$ cat src/include/cpu_cfg.svh
`ifndef CPU_CFG_SVH
`define CPU_CFG_SVH

// PC held in reset, first fetch goes to the next word
`define CPU_RESET_PC 32'h1bff_fffc

// Datapath width
`define CPU_XLEN 32

`endif

$ cat src/hdl/cpu_pkg.sv
package cpu_pkg;

    // Register and opcode fields
    typedef struct packed {
        logic [5:0] op_31_26;
        logic [3:0] op_25_22;
        logic [1:0] op_21_20;
        logic [4:0] op_19_15;
        logic [4:0] rk;
        logic [4:0] rj;
        logic [4:0] rd;
    } inst_reg_t;

    // Immediate layouts below the primary opcode
    typedef struct packed {
        logic [3:0]  op_25_22;
        logic [11:0] i12;
        logic [9:0]  rj_rd;
    } imm_si12_t;

    typedef struct packed {
        logic [15:0] i16;
        logic [9:0]  rj_rd;
    } imm_si16_t;

    typedef struct packed {
        logic        op_25;
        logic [19:0] i20;
        logic [4:0]  rd;
    } imm_si20_t;

    typedef struct packed {
        logic [15:0] i26_lo;
        logic [9:0]  i26_hi;
    } imm_si26_t;

    typedef union packed {
        imm_si12_t s12;
        imm_si16_t s16;
        imm_si20_t s20;
        imm_si26_t s26;
    } imm_field_t;

    typedef struct packed {
        logic [5:0] op_31_26;
        imm_field_t f;
    } inst_imm_t;

    typedef union packed {
        inst_reg_t r;
        inst_imm_t i;
    } inst_t;

    // One-hot ALU operation bits
    localparam int ALU_OP_W    = 12;
    localparam int ALU_OP_ADD  = 0;
    localparam int ALU_OP_SUB  = 1;
    localparam int ALU_OP_SLT  = 2;
    localparam int ALU_OP_SLTU = 3;
    localparam int ALU_OP_AND  = 4;
    localparam int ALU_OP_NOR  = 5;
    localparam int ALU_OP_OR   = 6;
    localparam int ALU_OP_XOR  = 7;
    localparam int ALU_OP_SLL  = 8;
    localparam int ALU_OP_SRL  = 9;
    localparam int ALU_OP_SRA  = 10;
    localparam int ALU_OP_LUI  = 11;

endpackage

$ cat src/hdl/alu.sv
`include "cpu_cfg.svh"

module alu import cpu_pkg::*; (
    input  logic [ALU_OP_W-1:0]  alu_op,
    input  logic [`CPU_XLEN-1:0] alu_src1,
    input  logic [`CPU_XLEN-1:0] alu_src2,
    output logic [`CPU_XLEN-1:0] alu_result
);

    logic [`CPU_XLEN-1:0] add_sub_result;
    logic [`CPU_XLEN-1:0] slt_result;
    logic [`CPU_XLEN-1:0] sltu_result;
    logic [`CPU_XLEN-1:0] sll_result;
    logic [`CPU_XLEN-1:0] srl_result;
    logic [`CPU_XLEN-1:0] sra_result;
    logic [4:0]           sa;

    assign add_sub_result = alu_op[ALU_OP_SUB] ? alu_src1 - alu_src2 : alu_src1 + alu_src2;

    assign slt_result  = {{(`CPU_XLEN-1){1'b0}}, $signed(alu_src1) < $signed(alu_src2)};
    assign sltu_result = {{(`CPU_XLEN-1){1'b0}}, alu_src1 < alu_src2};

    // Shift amount is the low five bits
    assign sa         = alu_src2[4:0];
    assign sll_result = alu_src1 << sa;
    assign srl_result = alu_src1 >> sa;
    assign sra_result = $signed(alu_src1) >>> sa;

    // One-hot select
    assign alu_result =
          ({`CPU_XLEN{alu_op[ALU_OP_ADD] | alu_op[ALU_OP_SUB]}} & add_sub_result)
        | ({`CPU_XLEN{alu_op[ALU_OP_SLT]}}  & slt_result)
        | ({`CPU_XLEN{alu_op[ALU_OP_SLTU]}} & sltu_result)
        | ({`CPU_XLEN{alu_op[ALU_OP_AND]}}  & (alu_src1 & alu_src2))
        | ({`CPU_XLEN{alu_op[ALU_OP_NOR]}}  & ~(alu_src1 | alu_src2))
        | ({`CPU_XLEN{alu_op[ALU_OP_OR]}}   & (alu_src1 | alu_src2))
        | ({`CPU_XLEN{alu_op[ALU_OP_XOR]}}  & (alu_src1 ^ alu_src2))
        | ({`CPU_XLEN{alu_op[ALU_OP_SLL]}}  & sll_result)
        | ({`CPU_XLEN{alu_op[ALU_OP_SRL]}}  & srl_result)
        | ({`CPU_XLEN{alu_op[ALU_OP_SRA]}}  & sra_result)
        | ({`CPU_XLEN{alu_op[ALU_OP_LUI]}}  & alu_src2);

endmodule

$ cat src/hdl/cpu_control.sv
`include "cpu_cfg.svh"

module cpu_control import cpu_pkg::*; (
    input  logic                 clk,
    input  logic                 reset,
    output logic [`CPU_XLEN-1:0] inst_sram_addr,
    input  logic [ALU_OP_W-1:0]  alu_op,
    input  logic                 src1_is_pc,
    input  logic                 src2_is_imm,
    input  logic [`CPU_XLEN-1:0] imm,
    input  logic [`CPU_XLEN-1:0] br_offs,
    input  logic                 is_branch_cond,
    input  logic                 is_beq,
    input  logic                 is_jump,
    input  logic                 is_jirl,
    input  logic                 mem_re,
    input  logic                 mem_we,
    input  logic                 gr_we,
    input  logic [4:0]           dest,
    input  logic [`CPU_XLEN-1:0] rj_value,
    input  logic [`CPU_XLEN-1:0] rkd_value,
    output logic [`CPU_XLEN-1:0] alu_src1,
    output logic [`CPU_XLEN-1:0] alu_src2,
    output logic [ALU_OP_W-1:0]  alu_op_q,
    input  logic [`CPU_XLEN-1:0] alu_result,
    output logic                 rf_we,
    output logic [4:0]           rf_waddr,
    output logic [`CPU_XLEN-1:0] rf_wdata,
    output logic                 data_sram_we,
    output logic [`CPU_XLEN-1:0] data_sram_addr,
    output logic [`CPU_XLEN-1:0] data_sram_wdata,
    input  logic [`CPU_XLEN-1:0] data_sram_rdata,
    output logic [`CPU_XLEN-1:0] debug_wb_pc,
    output logic [3:0]           debug_wb_rf_we,
    output logic [4:0]           debug_wb_rf_wnum,
    output logic [`CPU_XLEN-1:0] debug_wb_rf_wdata
);

    localparam logic [2:0] S_IF  = 3'd0;
    localparam logic [2:0] S_ID  = 3'd1;
    localparam logic [2:0] S_EXE = 3'd2;
    localparam logic [2:0] S_MEM = 3'd3;
    localparam logic [2:0] S_WB  = 3'd4;

    logic [2:0]           state, state_nxt;
    logic [`CPU_XLEN-1:0] pc, npc;
    logic                 br_taken;
    logic [`CPU_XLEN-1:0] br_target;
    logic                 mem_re_q, mem_we_q, gr_we_q;
    logic [4:0]           dest_q;
    logic [`CPU_XLEN-1:0] store_data_q;
    logic [`CPU_XLEN-1:0] alu_result_q;

    // Branch resolution in ID
    assign br_taken  = is_jump | (is_branch_cond & (is_beq == (rj_value == rkd_value)));
    assign br_target = (is_jirl ? rj_value : pc) + br_offs;

    always_comb begin
        case (state)
            S_IF:    state_nxt = S_ID;
            S_ID:    state_nxt = (is_branch_cond | (is_jump & ~gr_we)) ? S_IF : S_EXE;
            S_EXE:   state_nxt = (mem_re_q | mem_we_q) ? S_MEM : S_WB;
            S_MEM:   state_nxt = mem_re_q ? S_WB : S_IF;
            default: state_nxt = S_IF;
        endcase
    end

    // pc holds the instruction in flight, npc the next fetch address
    always_ff @(posedge clk) begin
        if (reset) begin
            state <= S_IF;
            pc    <= `CPU_RESET_PC;
            npc   <= `CPU_RESET_PC + 4;
        end else begin
            state <= state_nxt;
            if (state == S_IF) begin
                pc <= npc;
            end
            if (state == S_ID) begin
                npc <= br_taken ? br_target : pc + 4;
            end
        end
    end

    always_ff @(posedge clk) begin
        if (state == S_ID) begin
            alu_op_q     <= alu_op;
            alu_src1     <= src1_is_pc ? pc : rj_value;
            alu_src2     <= src2_is_imm ? imm : rkd_value;
            store_data_q <= rkd_value;
            mem_re_q     <= mem_re;
            mem_we_q     <= mem_we;
            gr_we_q      <= gr_we;
            dest_q       <= dest;
        end
        if (state == S_EXE) begin
            alu_result_q <= alu_result;
        end
    end

    assign inst_sram_addr = npc;

    assign data_sram_we    = (state == S_MEM) & mem_we_q;
    assign data_sram_addr  = alu_result_q;
    assign data_sram_wdata = store_data_q;

    // Load data arrives in WB
    assign rf_we    = (state == S_WB) & gr_we_q;
    assign rf_waddr = dest_q;
    assign rf_wdata = mem_re_q ? data_sram_rdata : alu_result_q;

    assign debug_wb_pc       = pc;
    assign debug_wb_rf_we    = {4{rf_we}};
    assign debug_wb_rf_wnum  = dest_q;
    assign debug_wb_rf_wdata = rf_wdata;

endmodule

$ cat src/hdl/cpu_decode.sv
`include "cpu_cfg.svh"

module cpu_decode import cpu_pkg::*; (
    input  inst_t                 inst,
    output logic [ALU_OP_W-1:0]   alu_op,
    output logic                  src1_is_pc,
    output logic                  src2_is_imm,
    output logic [`CPU_XLEN-1:0]  imm,
    output logic [`CPU_XLEN-1:0]  br_offs,
    output logic                  is_branch_cond,
    output logic                  is_beq,
    output logic                  is_jump,
    output logic                  is_jirl,
    output logic                  mem_re,
    output logic                  mem_we,
    output logic                  gr_we,
    output logic [4:0]            dest,
    output logic [4:0]            rf_raddr1,
    output logic [4:0]            rf_raddr2
);

    logic        grp_3r;
    logic        grp_shift;
    logic        inst_add_w, inst_sub_w, inst_slt, inst_sltu;
    logic        inst_nor, inst_and, inst_or, inst_xor;
    logic        inst_slli_w, inst_srli_w, inst_srai_w;
    logic        inst_addi_w, inst_lu12i_w, inst_ld_w, inst_st_w;
    logic        inst_jirl, inst_b, inst_bl, inst_beq, inst_bne;
    logic        need_ui5, need_si20, need_si26, src2_is_4;
    logic [11:0] i12;
    logic [15:0] i16;
    logic [19:0] i20;
    logic [25:0] i26;

    // Opcode groups from the register view
    assign grp_3r    = inst.r.op_31_26 == 6'h00 && inst.r.op_25_22 == 4'h0
                    && inst.r.op_21_20 == 2'h1;
    assign grp_shift = inst.r.op_31_26 == 6'h00 && inst.r.op_25_22 == 4'h1
                    && inst.r.op_21_20 == 2'h0;

    assign inst_add_w   = grp_3r && inst.r.op_19_15 == 5'h00;
    assign inst_sub_w   = grp_3r && inst.r.op_19_15 == 5'h02;
    assign inst_slt     = grp_3r && inst.r.op_19_15 == 5'h04;
    assign inst_sltu    = grp_3r && inst.r.op_19_15 == 5'h05;
    assign inst_nor     = grp_3r && inst.r.op_19_15 == 5'h08;
    assign inst_and     = grp_3r && inst.r.op_19_15 == 5'h09;
    assign inst_or      = grp_3r && inst.r.op_19_15 == 5'h0a;
    assign inst_xor     = grp_3r && inst.r.op_19_15 == 5'h0b;
    assign inst_slli_w  = grp_shift && inst.r.op_19_15 == 5'h01;
    assign inst_srli_w  = grp_shift && inst.r.op_19_15 == 5'h09;
    assign inst_srai_w  = grp_shift && inst.r.op_19_15 == 5'h11;
    assign inst_addi_w  = inst.r.op_31_26 == 6'h00 && inst.r.op_25_22 == 4'ha;
    assign inst_ld_w    = inst.r.op_31_26 == 6'h0a && inst.r.op_25_22 == 4'h2;
    assign inst_st_w    = inst.r.op_31_26 == 6'h0a && inst.r.op_25_22 == 4'h6;
    assign inst_lu12i_w = inst.i.op_31_26 == 6'h05 && !inst.i.f.s20.op_25;
    assign inst_jirl    = inst.i.op_31_26 == 6'h13;
    assign inst_b       = inst.i.op_31_26 == 6'h14;
    assign inst_bl      = inst.i.op_31_26 == 6'h15;
    assign inst_beq     = inst.i.op_31_26 == 6'h16;
    assign inst_bne     = inst.i.op_31_26 == 6'h17;

    assign alu_op[ALU_OP_ADD]  = inst_add_w | inst_addi_w | inst_ld_w | inst_st_w
                               | inst_jirl | inst_bl;
    assign alu_op[ALU_OP_SUB]  = inst_sub_w;
    assign alu_op[ALU_OP_SLT]  = inst_slt;
    assign alu_op[ALU_OP_SLTU] = inst_sltu;
    assign alu_op[ALU_OP_AND]  = inst_and;
    assign alu_op[ALU_OP_NOR]  = inst_nor;
    assign alu_op[ALU_OP_OR]   = inst_or;
    assign alu_op[ALU_OP_XOR]  = inst_xor;
    assign alu_op[ALU_OP_SLL]  = inst_slli_w;
    assign alu_op[ALU_OP_SRL]  = inst_srli_w;
    assign alu_op[ALU_OP_SRA]  = inst_srai_w;
    assign alu_op[ALU_OP_LUI]  = inst_lu12i_w;

    // Immediates from the immediate view
    assign i12 = inst.i.f.s12.i12;
    assign i16 = inst.i.f.s16.i16;
    assign i20 = inst.i.f.s20.i20;
    assign i26 = {inst.i.f.s26.i26_hi, inst.i.f.s26.i26_lo};

    assign need_ui5  = inst_slli_w | inst_srli_w | inst_srai_w;
    assign need_si20 = inst_lu12i_w;
    assign need_si26 = inst_b | inst_bl;
    // Link value is computed as pc + 4
    assign src2_is_4 = inst_jirl | inst_bl;

    assign imm = src2_is_4 ? `CPU_XLEN'(4) :
                 need_si20 ? {i20, 12'b0} :
                 need_ui5  ? {{(`CPU_XLEN-5){1'b0}}, inst.r.rk} :
                             {{(`CPU_XLEN-12){i12[11]}}, i12};

    assign br_offs = need_si26 ? {{(`CPU_XLEN-28){i26[25]}}, i26, 2'b0} :
                                 {{(`CPU_XLEN-18){i16[15]}}, i16, 2'b0};

    assign src1_is_pc  = inst_jirl | inst_bl;
    assign src2_is_imm = need_ui5 | inst_addi_w | inst_ld_w | inst_st_w
                       | inst_lu12i_w | inst_jirl | inst_bl;

    assign is_branch_cond = inst_beq | inst_bne;
    assign is_beq         = inst_beq;
    assign is_jump        = inst_b | inst_bl | inst_jirl;
    assign is_jirl        = inst_jirl;
    assign mem_re         = inst_ld_w;
    assign mem_we         = inst_st_w;

    // Only known writers set gr_we
    assign gr_we = inst_add_w | inst_sub_w | inst_slt | inst_sltu | inst_nor
                 | inst_and | inst_or | inst_xor | need_ui5 | inst_addi_w
                 | inst_lu12i_w | inst_ld_w | inst_jirl | inst_bl;

    assign dest      = inst_bl ? 5'd1 : inst.r.rd;
    assign rf_raddr1 = inst.r.rj;
    assign rf_raddr2 = (inst_beq | inst_bne | inst_st_w) ? inst.r.rd : inst.r.rk;

endmodule

$ cat src/hdl/cpu_top.sv
`include "cpu_cfg.svh"

module cpu_top import cpu_pkg::*; (
    input  logic                 clk,
    input  logic                 reset,
    output logic [`CPU_XLEN-1:0] inst_sram_addr,
    input  logic [`CPU_XLEN-1:0] inst_sram_rdata,
    output logic                 data_sram_we,
    output logic [`CPU_XLEN-1:0] data_sram_addr,
    output logic [`CPU_XLEN-1:0] data_sram_wdata,
    input  logic [`CPU_XLEN-1:0] data_sram_rdata,
    output logic [`CPU_XLEN-1:0] debug_wb_pc,
    output logic [3:0]           debug_wb_rf_we,
    output logic [4:0]           debug_wb_rf_wnum,
    output logic [`CPU_XLEN-1:0] debug_wb_rf_wdata
);

    logic [ALU_OP_W-1:0]  alu_op, alu_op_q;
    logic                 src1_is_pc, src2_is_imm;
    logic [`CPU_XLEN-1:0] imm, br_offs;
    logic                 is_branch_cond, is_beq, is_jump, is_jirl;
    logic                 mem_re, mem_we, gr_we;
    logic [4:0]           dest;
    logic [4:0]           rf_raddr1, rf_raddr2, rf_waddr;
    logic [`CPU_XLEN-1:0] rj_value, rkd_value;
    logic                 rf_we;
    logic [`CPU_XLEN-1:0] rf_wdata;
    logic [`CPU_XLEN-1:0] alu_src1, alu_src2, alu_result;

    // Decoder sees the fetched word during ID
    cpu_decode u_cpu_decode (
        .inst           (inst_sram_rdata),
        .alu_op         (alu_op),
        .src1_is_pc     (src1_is_pc),
        .src2_is_imm    (src2_is_imm),
        .imm            (imm),
        .br_offs        (br_offs),
        .is_branch_cond (is_branch_cond),
        .is_beq         (is_beq),
        .is_jump        (is_jump),
        .is_jirl        (is_jirl),
        .mem_re         (mem_re),
        .mem_we         (mem_we),
        .gr_we          (gr_we),
        .dest           (dest),
        .rf_raddr1      (rf_raddr1),
        .rf_raddr2      (rf_raddr2)
    );

    regfile u_regfile (
        .clk    (clk),
        .raddr1 (rf_raddr1),
        .rdata1 (rj_value),
        .raddr2 (rf_raddr2),
        .rdata2 (rkd_value),
        .we     (rf_we),
        .waddr  (rf_waddr),
        .wdata  (rf_wdata)
    );

    alu u_alu (
        .alu_op     (alu_op_q),
        .alu_src1   (alu_src1),
        .alu_src2   (alu_src2),
        .alu_result (alu_result)
    );

    cpu_control u_cpu_control (
        .clk               (clk),
        .reset             (reset),
        .inst_sram_addr    (inst_sram_addr),
        .alu_op            (alu_op),
        .src1_is_pc        (src1_is_pc),
        .src2_is_imm       (src2_is_imm),
        .imm               (imm),
        .br_offs           (br_offs),
        .is_branch_cond    (is_branch_cond),
        .is_beq            (is_beq),
        .is_jump           (is_jump),
        .is_jirl           (is_jirl),
        .mem_re            (mem_re),
        .mem_we            (mem_we),
        .gr_we             (gr_we),
        .dest              (dest),
        .rj_value          (rj_value),
        .rkd_value         (rkd_value),
        .alu_src1          (alu_src1),
        .alu_src2          (alu_src2),
        .alu_op_q          (alu_op_q),
        .alu_result        (alu_result),
        .rf_we             (rf_we),
        .rf_waddr          (rf_waddr),
        .rf_wdata          (rf_wdata),
        .data_sram_we      (data_sram_we),
        .data_sram_addr    (data_sram_addr),
        .data_sram_wdata   (data_sram_wdata),
        .data_sram_rdata   (data_sram_rdata),
        .debug_wb_pc       (debug_wb_pc),
        .debug_wb_rf_we    (debug_wb_rf_we),
        .debug_wb_rf_wnum  (debug_wb_rf_wnum),
        .debug_wb_rf_wdata (debug_wb_rf_wdata)
    );

endmodule

$ cat src/hdl/regfile.sv
`include "cpu_cfg.svh"

module regfile (
    input  logic                 clk,
    input  logic [4:0]           raddr1,
    output logic [`CPU_XLEN-1:0] rdata1,
    input  logic [4:0]           raddr2,
    output logic [`CPU_XLEN-1:0] rdata2,
    input  logic                 we,
    input  logic [4:0]           waddr,
    input  logic [`CPU_XLEN-1:0] wdata
);

    logic [`CPU_XLEN-1:0] rf [31:0];

    // Writes to r0 are dropped
    always_ff @(posedge clk) begin
        if (we && waddr != 5'd0) begin
            rf[waddr] <= wdata;
        end
    end

    assign rdata1 = (raddr1 == 5'd0) ? '0 : rf[raddr1];
    assign rdata2 = (raddr2 == 5'd0) ? '0 : rf[raddr2];

endmodule

$ cat config.mk
export PLATFORM = sky130hd
export DESIGN_NAME = cpu_top
export DESIGN_NICKNAME = d
export VERILOG_FILES = /design/src/hdl/cpu_pkg.sv /design/src/hdl/alu.sv /design/src/hdl/cpu_control.sv /design/src/hdl/cpu_decode.sv /design/src/hdl/cpu_top.sv /design/src/hdl/regfile.sv
export VERILOG_INCLUDE_DIRS = /design/src /design/src/include
export SDC_FILE = /design/constraint.sdc
export NUM_CORES = 2
export LEC_CHECK = 0
export BUFFER_PORTS_ARGS = -buffer_cell sky130_fd_sc_hd__buf_4
export CAP_MARGIN = 30
export CORE_ASPECT_RATIO = 1.1
export CORE_UTILIZATION = 32
export CTS_CLUSTER_DIAMETER = 60
export DETAILED_ROUTE_END_ITERATION = 12
export GPL_TIMING_DRIVEN = 0
export SETUP_SLACK_MARGIN = 0.4
export SLEW_MARGIN = 20
export SYNTH_ARGS = -nofsm -noshare
export SYNTH_HDL_FRONTEND = slang
export SYNTH_SLANG_ARGS = --single-unit
$ cat constraint.sdc
create_clock -name clk -period 7.1 [get_ports clk]
set_clock_uncertainty 0.1 [all_clocks]
set_input_delay 1.42 -clock clk [delete_from_list [all_inputs] [get_ports clk]]
set_output_delay 1.42 -clock clk [all_outputs]
set_load 0.01 [all_outputs]
==> reports/metrics.yaml <==
status:
  run_status: "completed"
timing:
  drv_slew: 0
  tns_ps: 0
  period_minus_slack_ps: 6822
  finalSetupViolCount: 0
  setup_slack_ps: 277.6
  min_period_over_period_pct: 96.09
  max-slew-margin-rel_pct: 21.48
  hold_viol: 0
  rsz0062_at_grt: "true"
  worst_pin_slew_ps: 1175
  fmax_mhz: 146.6
synth:
  synth_top_area_cell: "edfxtp_1"
  synth_warnings: 0
  yosysTopAreaCellShare_pct: 51.03
  synth-seq-cells: 1239
  synth-edff-count: 1172
  ys_types: 99
  syn_avg_cell_area_um2: 12.65
  async_reset_ff_share_pct: 0
  ys.flop_type: "edfxtp_1"
  ys_seq_area_share_pct: 52.98
  synth_area_um2: 68960
  synth_area_leaders: "edfxtp_1, mux4_2, mux2i_1"
  synthCells: 5450
final_layout:
  nets: 6201
  fillers: 20200
  fin_area_um2: 83330
  final_layout_size_suffix_gt1_share_pct: 23.22
  areaGrowthSynthToFinish_pct: 20.84
  final_util_pct: 38.94
placed_design:
  routabilityCongestion: 1.032
  io_buffers: 231
  place_ws_ps: -2311
  dp_hpwl_um: 271700
  dpl_cell_area_um2: 77200
worst_setup_path:
  critPathMaxFanout: 10
  r2r_setup_slack_ps: 470
  crit_slowest_cell: "and4_1"
  cpPeakStageDelay_ps: 620
  path_delay_family: "buffers and inverters"
  end_kind: "flip-flop"
  path_buf_inv: 7
  crit_path_start_kind: "input pin"
  path_class: "in -> reg"
  worstRegToRegCells: 18
  rr_endpoint: "u_cpu_control.data_sram_addr[29]"
  crit_chain: "buf_4 -> clkbuf_2 -> nand2b_1 -> nor4_4 -> buf_4 -> clkbuf_4 -> o211a_1 -> buf_2 -> clkbuf_4 -> a311oi_1 -> o21ai_0 -> and4_1 -> xor2_1 -> nand3_1 -> or4b_1 -> o31a_1 -> o21ai_2 -> buf_4 -> nand2_2 -> o311ai_1"
  cpMostUsedCell: "buf_4"
  reg2reg_from: "u_cpu_control.alu_src2[2]"
  cp.arrival_ps: 7460
  worstPathRequired_ps: 7740
grt:
  top_usage_layer: "met2"
  grt_util_met2_pct: 49.59
  grt_pass1_wl_um: 480500
  grt_pass1_vias: 54540
  overflow: 0
  track_usage_pct: 32.60
  met1_usage_pct: 37.62
  grtUsageMet3_pct: 11.03
  antenna_found_initial: 29
  grt_max_degree: 57
clock_network:
  path_clk_slew_ps: 60
  cts_made_buffers: 141
  cts-htree-levels: 4
  cts_root_buf: "clkbuf_16"
  cts_buffer_depth: 3
  ctsHoldBuffers: 0
  cts_tree: "built"
  cts_sinks: 1239
  clock_latency_ps: 860
floorplan:
  ioPinCount: 236
  die_h_um: 488.9
  start_util_pct: 32.22
  die-area_um2: 217400
  rows: 178
  core_area_um2: 214000
  chipWidth_um: 444.6
pwr:
  p_int_uw: 14190
  seq_power_share_pct: 40.3
  power.density_nw_per_um2: 253.8
  swShare_pct: 32.90
  vdd_ir_drop_max_v: 0.0002229
  p_leak_uw: 0.02949
  pwr-share-clk_pct: 36.9
  comb_power_share_pct: 22.8
  total_power_uw: 21150
  p_switching_uw: 6958
hold_path:
  hold_path_startpoint: "u_cpu_control.inst_sram_addr[29]"
  hold_path.class: "reg -> reg"
  hold-path-cell-count: 2
  hold_end: "u_cpu_control.debug_wb_pc[29]"
routing:
  ant_nets: 0
  drc: 0
  dr.pass1.iters: 9
  avgRoutedWirePerCell_um: 40.47
  totalWireLength_um: 365000
  vias: 58270
  via_per_inst: 6.460
  initialDrtViolationCount: 9824
job:
  cap_violations: 0
-- power by group through the flow --
| stage | clock network [µW] | logic, µW | registers (µW) |
|---|---|---|---|
| 3_5_place_dp | 0 | 4490 | 8670 |
| 2_1_floorplan | 0 | 2390 | 8560 |
| 4_1_cts | 7780 | 4590 | 8520 |
| 5_1_grt | 8030 | 4910 | 8520 |
| 6_report | 7800 | 4830 | 8520 |
| 3_3_place_gp | 0 | 4410 | 8690 |
-- flip-flops by register name, summed over array words and instances (netlist names) --
| register | flops |
|---|---|
| u_cpu_control.inst_sram_addr | 32 |
| u_cpu_control.state | 3 |
| u_cpu_control.alu_src2 | 32 |
| u_cpu_control.alu_op_q | 12 |
| u_cpu_control.mem_re_q | 1 |
| u_cpu_control.gr_we_q | 1 |
| u_cpu_control.debug_wb_pc | 32 |
| u_cpu_control.data_sram_addr | 32 |
| u_cpu_control.data_sram_wdata | 32 |
| u_cpu_control.alu_src1 | 32 |
| u_cpu_control.debug_wb_rf_wnum | 5 |
| u_cpu_control.mem_we_q | 1 |
| u_regfile.rf | 1024 |
-- synth_stat cells, types with 46 or more instances --
cell type / instances
a211oi_1: 77
a21oi_1: 160
buf_2: 99
clkbuf_1: 219
dfxtp_1: 67
edfxtp_1: 1172
ha_1: 127
inv_1: 131
mux2_2: 110
mux2i_1: 499
mux4_2: 323
nand2_1: 681
nand3_1: 181
nor2_1: 332
nor3_1: 46
o211ai_1: 53
o21ai_0: 180
o22ai_1: 55
xnor2_1: 69
-- timing repair --
action	CTS	global route
gates resized for setup	174	112
setup endpoints to repair	35	35
setup buffers	12	12
pin swaps	8	9
-- cells by family after synthesis --
logic type | count (synthesis) | synth area share [%]
simple gates | 1495 | 9.728
flops | 1239 | 52.98
compound gates | 998 | 10.45
mux | 933 | 19.60
buf+inv | 545 | 3.458
fa+ha+maj | 130 | 2.391
xor+xnor | 109 | 1.384
other cells | 1 | 0.005438
-- metrics by stage --
step           cells  hold WS [ps]
4_1_cts         8986         396.3
3_5_place_dp    8715         386.2
2_1_floorplan   5481         388.3
5_1_grt         9003         410.9
3_3_place_gp    8592         375.2
6_report        9019         394.8
-- layer usage --
metal,wire length [µm],vias to the layer above
met5,184,-
met1,122900,29270
met2,159600,5117
met4,34800,14
li1,-,22380
met3,47510,1493
-- worst min-delay path, stage by stage (launching register included) --
cell,delay (ps)
dfxtp_1,330
nand2_1,60
a21oi_1,60
-- layout by cell type, fill, tap and decap left out, types with 36 or more instances in the layout --
| master | count |
|---|---|
| xnor2_1 | 69 |
| mux2i_1 | 485 |
| clkbuf_1 | 192 |
| inv_1 | 131 |
| ha_1 | 127 |
| nor2_1 | 290 |
| a21oi_1 | 155 |
| xor2_1 | 40 |
| mux4_2 | 323 |
| dfxtp_1 | 67 |
| o2111a_1 | 38 |
| buf_12 | 53 |
| nand3b_1 | 40 |
| buf_2 | 51 |
| clkbuf_16 | 145 |
| o211ai_1 | 53 |
| a211oi_1 | 76 |
| nand3_1 | 175 |
| o21ai_0 | 174 |
| edfxtp_1 | 1172 |
| o22ai_1 | 49 |
| nor3_1 | 39 |
| buf_6 | 46 |
| buf_4 | 339 |
| mux2_2 | 109 |
| nand2_1 | 674 |
| nand4_1 | 36 |
-- layout make-up --
class / instances / area [µm²] / area share [%]
sequential: 1239 / 36540 / 43.84
multi-input combinational: 3697 / 31060 / 37.27
timing repair buffer: 381 / 4288 / 5.145
clock buffer: 172 / 3691 / 4.429
tap: 2880 / 3603 / 4.324
buffer: 411 / 2415 / 2.898
clock inverter: 87 / 1199 / 1.438
inverter: 134 / 503.0 / 0.6036
antenna: 18 / 45.04 / 0.05405
-- worst max-delay path by stage --
| stage | depth (start not counted) | start | end | slack [ps] |
|---|---|---|---|---|
| after floorplan | 25 | inst_sram_rdata[5] | u_cpu_control.inst_sram_addr[28] | 420 |
| after global placement | 18 | inst_sram_rdata[31] | u_cpu_control.inst_sram_addr[6] | -3290 |
| after detailed placement | 20 | inst_sram_rdata[6] | u_cpu_control.inst_sram_addr[29] | -2310 |
| after CTS | 23 | inst_sram_rdata[6] | u_cpu_control.inst_sram_addr[29] | 300 |
| after global routing | 22 | inst_sram_rdata[8] | u_cpu_control.inst_sram_addr[29] | 330 |
| final | 20 | inst_sram_rdata[24] | u_cpu_control.inst_sram_addr[4] | 280 |
Power figures use the tool's default switching activity.
